--- config.mk ---
export PLATFORM = sky130hd
export DESIGN_NAME = flash_writer_top
export DESIGN_NICKNAME = d
export VERILOG_FILES = /design/src/rtl/flash_pkg.sv /design/src/rtl/w25q16_cfg_data.sv /design/src/rtl/spi_byte_engine.sv /design/src/rtl/flash_program_seq.sv /design/src/rtl/flash_writer_top.sv
export SDC_FILE = /design/constraint.sdc
export NUM_CORES = 1
export LEC_CHECK = 0
export ABC_AREA = 1
export CORE_UTILIZATION = 55
export DETAILED_ROUTE_END_ITERATION = 16
export DONT_BUFFER_PORTS = 1
export GPL_TIMING_DRIVEN = 1
export HOLD_SLACK_MARGIN = 0.02
export PLACE_DENSITY = 0.73
export RECOVER_POWER = 50
export SLEW_MARGIN = 20
export SYNTH_ARGS = -nofsm -noshare
export SYNTH_HDL_FRONTEND = slang
export SYNTH_HIERARCHICAL = 1
export SYNTH_SLANG_ARGS = --single-unit
--- constraint.sdc ---
create_clock -name clk -period 4 [get_ports clk]
set_input_delay 0.2 -clock clk [delete_from_list [all_inputs] [get_ports clk]]
set_output_delay 0.2 -clock clk [all_outputs]
set_load 0.05 [all_outputs]
--- src/rtl/flash_pkg.sv ---
package flash_pkg;

	// W25Q16 instruction set, only what the writer sends
	typedef enum logic [7:0] {
		OP_WRITE_ENABLE = 8'h06,
		OP_PAGE_PROGRAM = 8'h02,
		OP_READ_STATUS1 = 8'h05
	} flash_op_t;

	typedef enum logic [3:0] {
		IDLE,
		WREN,      // write enable, own frame
		WREN_GAP,
		PROG_CMD,
		PROG_ADDR,
		PROG_DATA,
		POLL_CMD,
		POLL_READ, // dummy byte, status comes back
		FINISH
	} seq_state_t;

	// one byte for the shifter
	typedef struct packed {
		logic [7:0] data;
		logic       end_frame; // release cs_n after this byte
	} spi_byte_t;

	// table layout
	localparam logic [7:0] CFG_ADDR_INDEX = 8'd2;
	localparam logic [7:0] CFG_FIRST_DATA = 8'd3;
	localparam logic [7:0] CFG_LAST_INDEX = 8'd150;

	// status register 1
	localparam int STATUS_BUSY_BIT = 0;

endpackage

--- src/rtl/w25q16_cfg_data.sv ---
`timescale 1ns/1ps

module w25q16_cfg_data import flash_pkg::*; (
	input  logic [7:0]  index,
	output logic [23:0] spi_wrdata
);

	localparam logic [7:0] ADDR_BLOCK  = 8'h00;
	localparam logic [7:0] ADDR_SECTOR = 8'h04;
	localparam logic [7:0] ADDR_PAGE   = 8'h25;

	logic [7:0] entry_num; // (index + 1) mod 100
	logic [3:0] tens;
	logic [3:0] ones;
	logic       is_data;

	// data bytes count up in BCD, wrapping 99 -> 00
	always_comb begin
		entry_num = (index + 8'd1) % 8'd100;
		tens      = 4'(entry_num / 8'd10);
		ones      = 4'(entry_num % 8'd10);
	end

	assign is_data = (index >= CFG_FIRST_DATA) && (index <= CFG_LAST_INDEX);

	always_comb begin
		case (index)
			8'd0: begin
				spi_wrdata = {16'd0, OP_WRITE_ENABLE};
			end
			8'd1: begin
				spi_wrdata = {16'd0, OP_PAGE_PROGRAM};
			end
			CFG_ADDR_INDEX: begin
				spi_wrdata = {ADDR_BLOCK, ADDR_SECTOR, ADDR_PAGE}; // sent top byte first
			end
			default: begin
				if (is_data) begin
					spi_wrdata = {16'd0, tens, ones};
				end else begin
					spi_wrdata = 24'd0; // past the end of the table
				end
			end
		endcase
	end

endmodule

--- src/rtl/spi_byte_engine.sv ---
`timescale 1ns/1ps

module spi_byte_engine import flash_pkg::*; #(
	parameter int CLK_DIV = 2
) (
	input  logic       clk,
	input  logic       arst_n,
	input  spi_byte_t  tx,
	input  logic       tx_valid,
	output logic       tx_ready,
	output logic [7:0] rx_data,
	output logic       rx_valid,
	output logic       cs_n,
	output logic       sclk,
	output logic       mosi,
	input  logic       miso
);

	localparam int CNT_W = $clog2(2 * CLK_DIV + 1);
	localparam logic [CNT_W-1:0] HALF_LAST  = CNT_W'(CLK_DIV - 1);
	localparam logic [CNT_W-1:0] GUARD_LAST = CNT_W'(2 * CLK_DIV - 1);

	typedef enum logic [1:0] {
		ST_IDLE,
		ST_LOW,   // sclk low half, mosi stable
		ST_HIGH,  // sclk high half
		ST_GUARD  // cs_n high time between frames
	} eng_state_t;

	eng_state_t       state;
	logic [CNT_W-1:0] div_cnt;
	logic [2:0]       bit_cnt;
	logic [7:0]       tx_shift;
	logic [7:0]       rx_shift;
	logic             end_frame;
	logic             half_done;

	assign tx_ready  = (state == ST_IDLE);
	assign half_done = (div_cnt == HALF_LAST);
	assign rx_data   = rx_shift;

	always_ff @(posedge clk or negedge arst_n) begin
		if (!arst_n) begin
			state     <= ST_IDLE;
			div_cnt   <= '0;
			bit_cnt   <= '0;
			end_frame <= 1'b0;
			cs_n      <= 1'b1;
			sclk      <= 1'b0;
			mosi      <= 1'b0;
			rx_valid  <= 1'b0;
		end else begin
			rx_valid <= 1'b0;
			case (state)
				ST_IDLE: begin
					if (tx_valid) begin
						mosi      <= tx.data[7]; // msb first
						end_frame <= tx.end_frame;
						cs_n      <= 1'b0;
						div_cnt   <= '0;
						bit_cnt   <= '0;
						state     <= ST_LOW;
					end
				end
				ST_LOW: begin
					if (half_done) begin
						div_cnt <= '0;
						sclk    <= 1'b1; // slave and master both sample here
						state   <= ST_HIGH;
					end else begin
						div_cnt <= div_cnt + 1'b1;
					end
				end
				ST_HIGH: begin
					if (half_done) begin
						div_cnt <= '0;
						sclk    <= 1'b0;
						if (bit_cnt == 3'd7) begin
							rx_valid <= 1'b1;
							if (end_frame) begin
								cs_n  <= 1'b1;
								mosi  <= 1'b0;
								state <= ST_GUARD;
							end else begin
								state <= ST_IDLE; // cs_n stays low
							end
						end else begin
							mosi    <= tx_shift[7];
							bit_cnt <= bit_cnt + 3'd1;
							state   <= ST_LOW;
						end
					end else begin
						div_cnt <= div_cnt + 1'b1;
					end
				end
				ST_GUARD: begin
					if (div_cnt == GUARD_LAST) begin
						div_cnt <= '0;
						state   <= ST_IDLE;
					end else begin
						div_cnt <= div_cnt + 1'b1;
					end
				end
				default: state <= ST_IDLE;
			endcase
		end
	end

	// shift registers
	always_ff @(posedge clk) begin
		if (state == ST_IDLE && tx_valid) begin
			tx_shift <= {tx.data[6:0], 1'b0};
		end else if (state == ST_HIGH && half_done && bit_cnt != 3'd7) begin
			tx_shift <= {tx_shift[6:0], 1'b0};
		end
		if (state == ST_LOW && half_done) begin
			rx_shift <= {rx_shift[6:0], miso};
		end
	end

endmodule

--- src/rtl/flash_program_seq.sv ---
`timescale 1ns/1ps

module flash_program_seq import flash_pkg::*; #(
	parameter int POLL_LIMIT = 64
) (
	input  logic        clk,
	input  logic        arst_n,
	input  logic        start_valid,
	output logic        start_ready,
	output logic        done,
	output logic        error,
	output logic [7:0]  table_index,
	input  logic [23:0] spi_wrdata,
	output spi_byte_t   tx,
	output logic        tx_valid,
	input  logic        tx_ready,
	input  logic [7:0]  rx_data,
	input  logic        rx_valid
);

	localparam int POLL_W = $clog2(POLL_LIMIT + 1);
	localparam logic [POLL_W-1:0] POLL_LAST = POLL_W'(POLL_LIMIT - 1);

	seq_state_t        state;
	logic [7:0]        data_idx;
	logic [1:0]        addr_sel;   // which address byte is next
	logic [POLL_W-1:0] poll_cnt;
	logic              dummy_sent; // status byte already handed over
	logic              fail;
	logic              tx_fire;

	assign tx_fire     = tx_valid & tx_ready;
	assign start_ready = (state == IDLE);
	assign done        = (state == FINISH) & ~fail;
	assign error       = (state == FINISH) & fail;

	always_comb begin
		case (state)
			PROG_CMD:  table_index = 8'd1;
			PROG_ADDR: table_index = CFG_ADDR_INDEX;
			PROG_DATA: table_index = data_idx;
			default:   table_index = 8'd0; // write enable entry
		endcase
	end

	// byte handed to the engine
	always_comb begin
		tx.data      = spi_wrdata[7:0];
		tx.end_frame = 1'b0;
		tx_valid     = 1'b0;
		case (state)
			WREN: begin
				tx.end_frame = 1'b1; // single byte frame
				tx_valid     = 1'b1;
			end
			PROG_CMD: begin
				tx_valid = 1'b1;
			end
			PROG_ADDR: begin
				tx_valid = 1'b1;
				case (addr_sel)
					2'd0:    tx.data = spi_wrdata[23:16];
					2'd1:    tx.data = spi_wrdata[15:8];
					default: tx.data = spi_wrdata[7:0];
				endcase
			end
			PROG_DATA: begin
				tx_valid     = 1'b1;
				tx.end_frame = (data_idx == CFG_LAST_INDEX);
			end
			POLL_CMD: begin
				tx.data  = OP_READ_STATUS1;
				tx_valid = 1'b1;
			end
			POLL_READ: begin
				tx.data      = 8'h00; // dummy, clocks status out
				tx.end_frame = 1'b1;
				tx_valid     = ~dummy_sent;
			end
			default: begin
				tx_valid = 1'b0;
			end
		endcase
	end

	always_ff @(posedge clk or negedge arst_n) begin
		if (!arst_n) begin
			state      <= IDLE;
			data_idx   <= '0;
			addr_sel   <= '0;
			poll_cnt   <= '0;
			dummy_sent <= 1'b0;
			fail       <= 1'b0;
		end else begin
			case (state)
				IDLE: begin
					if (start_valid) begin
						poll_cnt <= '0;
						fail     <= 1'b0;
						state    <= WREN;
					end
				end
				WREN: begin
					if (tx_fire) state <= WREN_GAP;
				end
				WREN_GAP: begin
					if (rx_valid) state <= PROG_CMD; // wren byte out
				end
				PROG_CMD: begin
					if (tx_fire) begin
						addr_sel <= 2'd0;
						state    <= PROG_ADDR;
					end
				end
				PROG_ADDR: begin
					if (tx_fire) begin
						if (addr_sel == 2'd2) begin
							data_idx <= CFG_FIRST_DATA;
							state    <= PROG_DATA;
						end else begin
							addr_sel <= addr_sel + 2'd1;
						end
					end
				end
				PROG_DATA: begin
					if (tx_fire) begin
						if (data_idx == CFG_LAST_INDEX) begin
							state <= POLL_CMD;
						end else begin
							data_idx <= data_idx + 8'd1;
						end
					end
				end
				POLL_CMD: begin
					if (tx_fire) begin
						dummy_sent <= 1'b0;
						state      <= POLL_READ;
					end
				end
				POLL_READ: begin
					if (tx_fire) dummy_sent <= 1'b1;
					// rx of the opcode byte arrives before the dummy is taken
					if (rx_valid && dummy_sent) begin
						poll_cnt <= poll_cnt + 1'b1;
						if (!rx_data[STATUS_BUSY_BIT]) begin
							state <= FINISH;
						end else if (poll_cnt == POLL_LAST) begin
							fail  <= 1'b1;
							state <= FINISH;
						end else begin
							state <= POLL_CMD;
						end
					end
				end
				FINISH: begin
					state <= IDLE; // done/error for this one cycle
				end
				default: state <= IDLE;
			endcase
		end
	end

endmodule

--- src/rtl/flash_writer_top.sv ---
`timescale 1ns/1ps

module flash_writer_top import flash_pkg::*; #(
	parameter int CLK_DIV    = 2,
	parameter int POLL_LIMIT = 64
) (
	input  logic clk,
	input  logic arst_n,
	input  logic start_valid,
	output logic start_ready,
	output logic done,
	output logic error,
	output logic cs_n,
	output logic sclk,
	output logic mosi,
	input  logic miso
);

	logic [7:0]  table_index;
	logic [23:0] spi_wrdata;
	spi_byte_t   tx;
	logic        tx_valid;
	logic        tx_ready;
	logic [7:0]  rx_data;
	logic        rx_valid;

	flash_program_seq #(
		.POLL_LIMIT (POLL_LIMIT)
	) u_seq (
		.clk         (clk),
		.arst_n      (arst_n),
		.start_valid (start_valid),
		.start_ready (start_ready),
		.done        (done),
		.error       (error),
		.table_index (table_index),
		.spi_wrdata  (spi_wrdata),
		.tx          (tx),
		.tx_valid    (tx_valid),
		.tx_ready    (tx_ready),
		.rx_data     (rx_data),
		.rx_valid    (rx_valid)
	);

	w25q16_cfg_data u_cfg (
		.index      (table_index),
		.spi_wrdata (spi_wrdata)
	);

	spi_byte_engine #(
		.CLK_DIV (CLK_DIV)
	) u_spi (
		.clk      (clk),
		.arst_n   (arst_n),
		.tx       (tx),
		.tx_valid (tx_valid),
		.tx_ready (tx_ready),
		.rx_data  (rx_data),
		.rx_valid (rx_valid),
		.cs_n     (cs_n),
		.sclk     (sclk),
		.mosi     (mosi),
		.miso     (miso)
	);

endmodule

Yosys cells after proc, flatten, opt, wreduce, memory -nomap -nowiden. Index checks and enable logic that the tools add are counted.

Register bits after elaboration: 44. Bits in latches: 0. Memory bits (writable): 0. Bits in read-only memories: 0. Input port bits: 4. Logic and storage cells: 180. Memories: 0.

Add/sub/neg operators: 6. Multiply operators: 0. Div/mod/pow operators: 3. Order comparisons: 2. Equality and inequality tests: 44. Shift-type cells: 0. Multiplexer cells: 72. Bitwise operators: 5. Reduce and logical (&&, ||, !) cells: 32.

Operators with widths (number): $pmux 24 s3 (1); $mux 8 (7); $mux 4 (12); $pmux 8 s3 (2); $ne 2x1->1 const B (18); $pmux 4 s8 (1); $pmux 8 s2 (2); $mux 1 (19); $mux 2 (9); $add 8x1->8 const B (2); $eq 4x3->1 const B (4); $reduce_and 4->1 (4); $mux 3 (5); $reduce_and 5->1 (3); $mux 7 (2); $pmux 1 s2 (7); $pmux 7 s2 (1); $reduce_bool 2->1 (7); $reduce_and 10->1 (1); $pmux 3 s3 (1); $reduce_and 3->1 (3); $div 8x4->8 const B (1); $eq 4x2->1 const B (2); $eq 8x1->1 const B (1); other kinds (32) (49).

Depth between registers and ports, before layout.
Depth after elaboration: 11. Mapped depth: 39. Mapped depth without buffers: 39.

By module. Netlist, hierarchy kept.

By module, submodules not included: flash_program_seq (times used 1, cells each 290, area each 1876.8 sq um); spi_byte_engine (times used 1, cells each 136, area each 1445.1 sq um); w25q16_cfg_data (times used 1, cells each 185, area each 1078.5 sq um).

Worst setup path before layout. OpenSTA, ideal clock, no wires.

Path type: register to register. From: register u_seq.state[3]. To: register u_spi.tx_shift[2] (data pin). Setup time: 260 ps. Arrival time: 3774 ps. Data required time: 3740 ps. Slack: -34 ps. Stages on the path, launching flop included: 34. Buffers on the path: 0. Cells stage by stage: dfrtp_1 > nor2_4 > nand2_2 > inv_2 > nand2_1 > nand2_1 > ha_1 > nand3_2 > o21ai_2 > nand2_2 > nor2_8 > nand3_1 > nand2_2 > nand3_4 > nand3_4 > nand2_2 > nand2_4 > clkinv_4 > nand2_2 > nand2_2 > nand2_1 > nand2_2 > nand2_1 > nand2_2 > nand2_2 > nand2_2 > o21ai_1 > inv_2 > nand2_2 > nand3_1 > nand3_1 > nand2_1 > a22o_1 > mux2_2.

RTL lines: start, declared (line flash_program_seq.sv:24) `seq_state_t state;`; start signal, assigned (line flash_program_seq.sv:88) `state <= IDLE;`; start signal, assigned (line flash_program_seq.sv:100) `state <= WREN;`; start signal, assigned (line flash_program_seq.sv:104) `if (tx_fire) state <= WREN_GAP;`; end signal, assigned (line spi_byte_engine.sv:112) `tx_shift <= {tx.data[6:0], 1'b0};`; end signal, assigned (line spi_byte_engine.sv:114) `tx_shift <= {tx_shift[6:0], 1'b0};`; end, declared (line spi_byte_engine.sv:33) `logic [7:0] tx_shift;`.

==> metrics.md <==
| Metric | Value |
|---|---|
| Chip height | `89.3 microns` |
| Fin. Hold Viols | `0` |
| Final instance area | `4920 sq um` |
| Slowest library cell on the worst path | `dfrtp_2` |
| Tcrit/Tclk final | `104%` |
| IO Port Bufs | `0` |
| Area post-placement | `4400 sq um` |
| Fmax | `0.241 GHz` |
| First DRT Iteration DRCs | `~180` |
| Die X | `about 89 microns` |
| Hold slack | `230 ps` |
| DRC | `0` |
| CTS max path bufs | `2` |
| Fillcell total | `635` |
| # diodes | `0` |
| Num rows | `31` |
| CP dominant cell by count | `nand2_4` |
| Syn_area_per_cell | `6.94 sq um` |
| Crit path max fanout | `6` |
| Failing checks | `capacitance limit, slew limit, setup timing` |
| Critical Path End Type | `flop` |
| GR Overflow Total | `0` |
| Share of layout cells above drive strength 1 | `25.0%` |
| Status | `finished, violations left` |
| Setup CP Type | `flop to flop` |
| CTS clock-pin slew for the worst setup and hold paths | `~80 ps` |
| Antenna-violating nets left | `0` |
| Core footprint | `7290 sq um` |
| Leak | `2.54 nW` |
| I/O Pins | `10` |
| Initial antenna violation count | `0` |
| Largest net degree at the start of global routing | `37` |
| Slew Limit Fails | `37` |
| PnR Total Power | `0.00255 W` |
| Worst VDD drop | `about 0.19 mV` |
| Vias per Instance | `roughly 5.2` |
| Root Driver | `clkbuf_8` |
| Total track usage | `a little under a quarter` |
| Skew-Pair Late Insertion Delay | `300 ps` |
| Warnings, synthesis | `6` |
| Via count of the first global-routing pass | `3,487` |
| Worst Skew | `roughly 8.0 ps` |
| Max-Cap Viols | `1` |
| CP Launch Type | `flop` |
| Worst-Margin Slew | `between 2000 and 2500 ps` |
| Placed instance count | `720` |
| Starting Density | `57.5%` |
| Hold WC Path Type | `input port to flop` |
| Final RePlAce weighted congestion | `slightly below 0.9` |
| Fin nets | `674` |
| Final setup fails | `4` |
| Cell Area, Synth | `about 4200 sq um` |
| CP peak stage delay | `around 450 ps` |
| HPWL after DPL | `6.77 mm` |
| CTS Sinks | `44` |
| H-tree depth | `2` |
| PD cells | `520 nW/um^2` |
| Pre-antenna DRT Iters | `5` |
| Min cycle time layout | `4150 ps` |
| Layout area overhead | `17.3%` |
| Worst EP arrival | `approximately 4200 ps` |
| Cells after Synth | `604` |
| WL final | `9.23 mm` |
| RSZ-0062 raised after global routing | `yes` |
| First-pass GRT wire length | `between 10 and 15 mm` |
| Headroom to the max-slew limit | `-36.2%` |
| CTS tree | `done` |
| Final cell count without fillers | `between 700 and 800` |
| Number of buffers created by CTS | `5` |
| Vias | `3,912` |
| Setup WS post-layout | `-154 ps` |
| Critical Path RT | `just over 4000 ps` |
| DR WL/cell | `12.4 microns` |
| DIE AREA | `7970 sq um` |
-- layout make-up --
class | instances | area (sq um) | area share [%]
clock buffer | 6 | 72.6 | 1.48
clock inverter | 2 | 11.3 | 0.229
inverter | 94 | 360 | 7.33
multi-input combinational | 457 | 2850 | 58.1
sequential | 44 | 1140 | 23.3
tap | 99 | 124 | 2.52
timing repair buffer | 45 | 350 | 7.13
-- metal layers --
layer,GRT usage (%),wire [microns],vias up,part of all wire (%)
li1,-,-,1992,-
met1,28.8,4000,1828,43
met2,45.1,4730,79,51
met3,2.31,352,13,3.8
met4,6.93,151,0,1.6
met5,0,0,-,0
-- cell usage in the layout (no fill, tap or decap), drive strengths merged --
cell type	instances
nand2	200
inv	91
nor2	60
nand3	55
buf	42
dfrtp	35
o21ai	28
ha	23
nand4	19
conb	15
a22o	14
edfxtp	8
a21oi	7
mux2	7
clkbuf	7
xor2	6
nor3	4
o22ai	4
nand3b	4
clkinv	4
or2	3
dlygate4sd3	2
o211ai	2
nor3b	2
o31ai	2
clkinvlp	1
xnor2	1
o21bai	1
dfstp	1
-- registers in the layout, summed over array words and instances, names as in the netlist, 2 cells and up --
name / cells
u_seq/data_idx: 8
u_seq/poll_cnt: 7
u_spi/tx_shift: 7
u_seq/state: 4
u_spi/bit_cnt: 3
u_spi/div_cnt: 3
u_seq/addr_sel: 2
u_spi/state: 2
-- worst max-delay path, delay by kind of cell, from the launching register on --
family / cells / cell delay [ps]
simple gates: 25 / 2340
compound gates: 3 / 620
flops: 1 / 450
mux: 1 / 250
fa+ha+maj: 1 / 160
buf+inv: 1 / 80
-- final timing paths --
| path | from | to | slack [ps] | cells after the start |
|---|---|---|---|---|
| setup reg to reg | u_seq/state[1] | u_spi/tx_shift[2] | -150 | 31 |
| setup / recovery | u_seq/state[1] | u_spi/tx_shift[2] | -150 | 31 |
| hold / removal | start_valid | u_seq/fail | 230 | 3 |
| max in group asynchronous | arst_n | u_seq/state[1] | 1660 | 2 |
| min in group asynchronous | arst_n | u_seq/poll_cnt[0] | 1020 | 2 |
| hold reg to reg | u_spi/bit_cnt[1] | u_spi/bit_cnt[1] | 490 | 2 |
-- power by group --
part	internal, W	switching (W)	total, W
sequential	0.000612	0.000134	0.000746
combinational	0.000598	0.000937	0.00153
clock	0.000121	0.000152	0.000273
-- metrics by stage --
step                setup slack [ps]  TNS (ps)  utilization [%]
floorplan                       4.44         0                -
global placement               0.327         0             60.4
detailed placement              -226      -594             60.4
CTS                            -56.8      -111             65.2
global route                    -379     -1380             67.4
finish                          -154      -393             67.4
-- timing repair --
item	4_1_cts	5_1_grt
gates cloned	0	0
endpoints found under the setup margin	4	5
gates resized for setup	35	33
pin swaps	23	31
hold endpoints to repair	37	0
buffers inserted	11	5
hold buffers	3	0
Power figures use the tool's default switching activity.
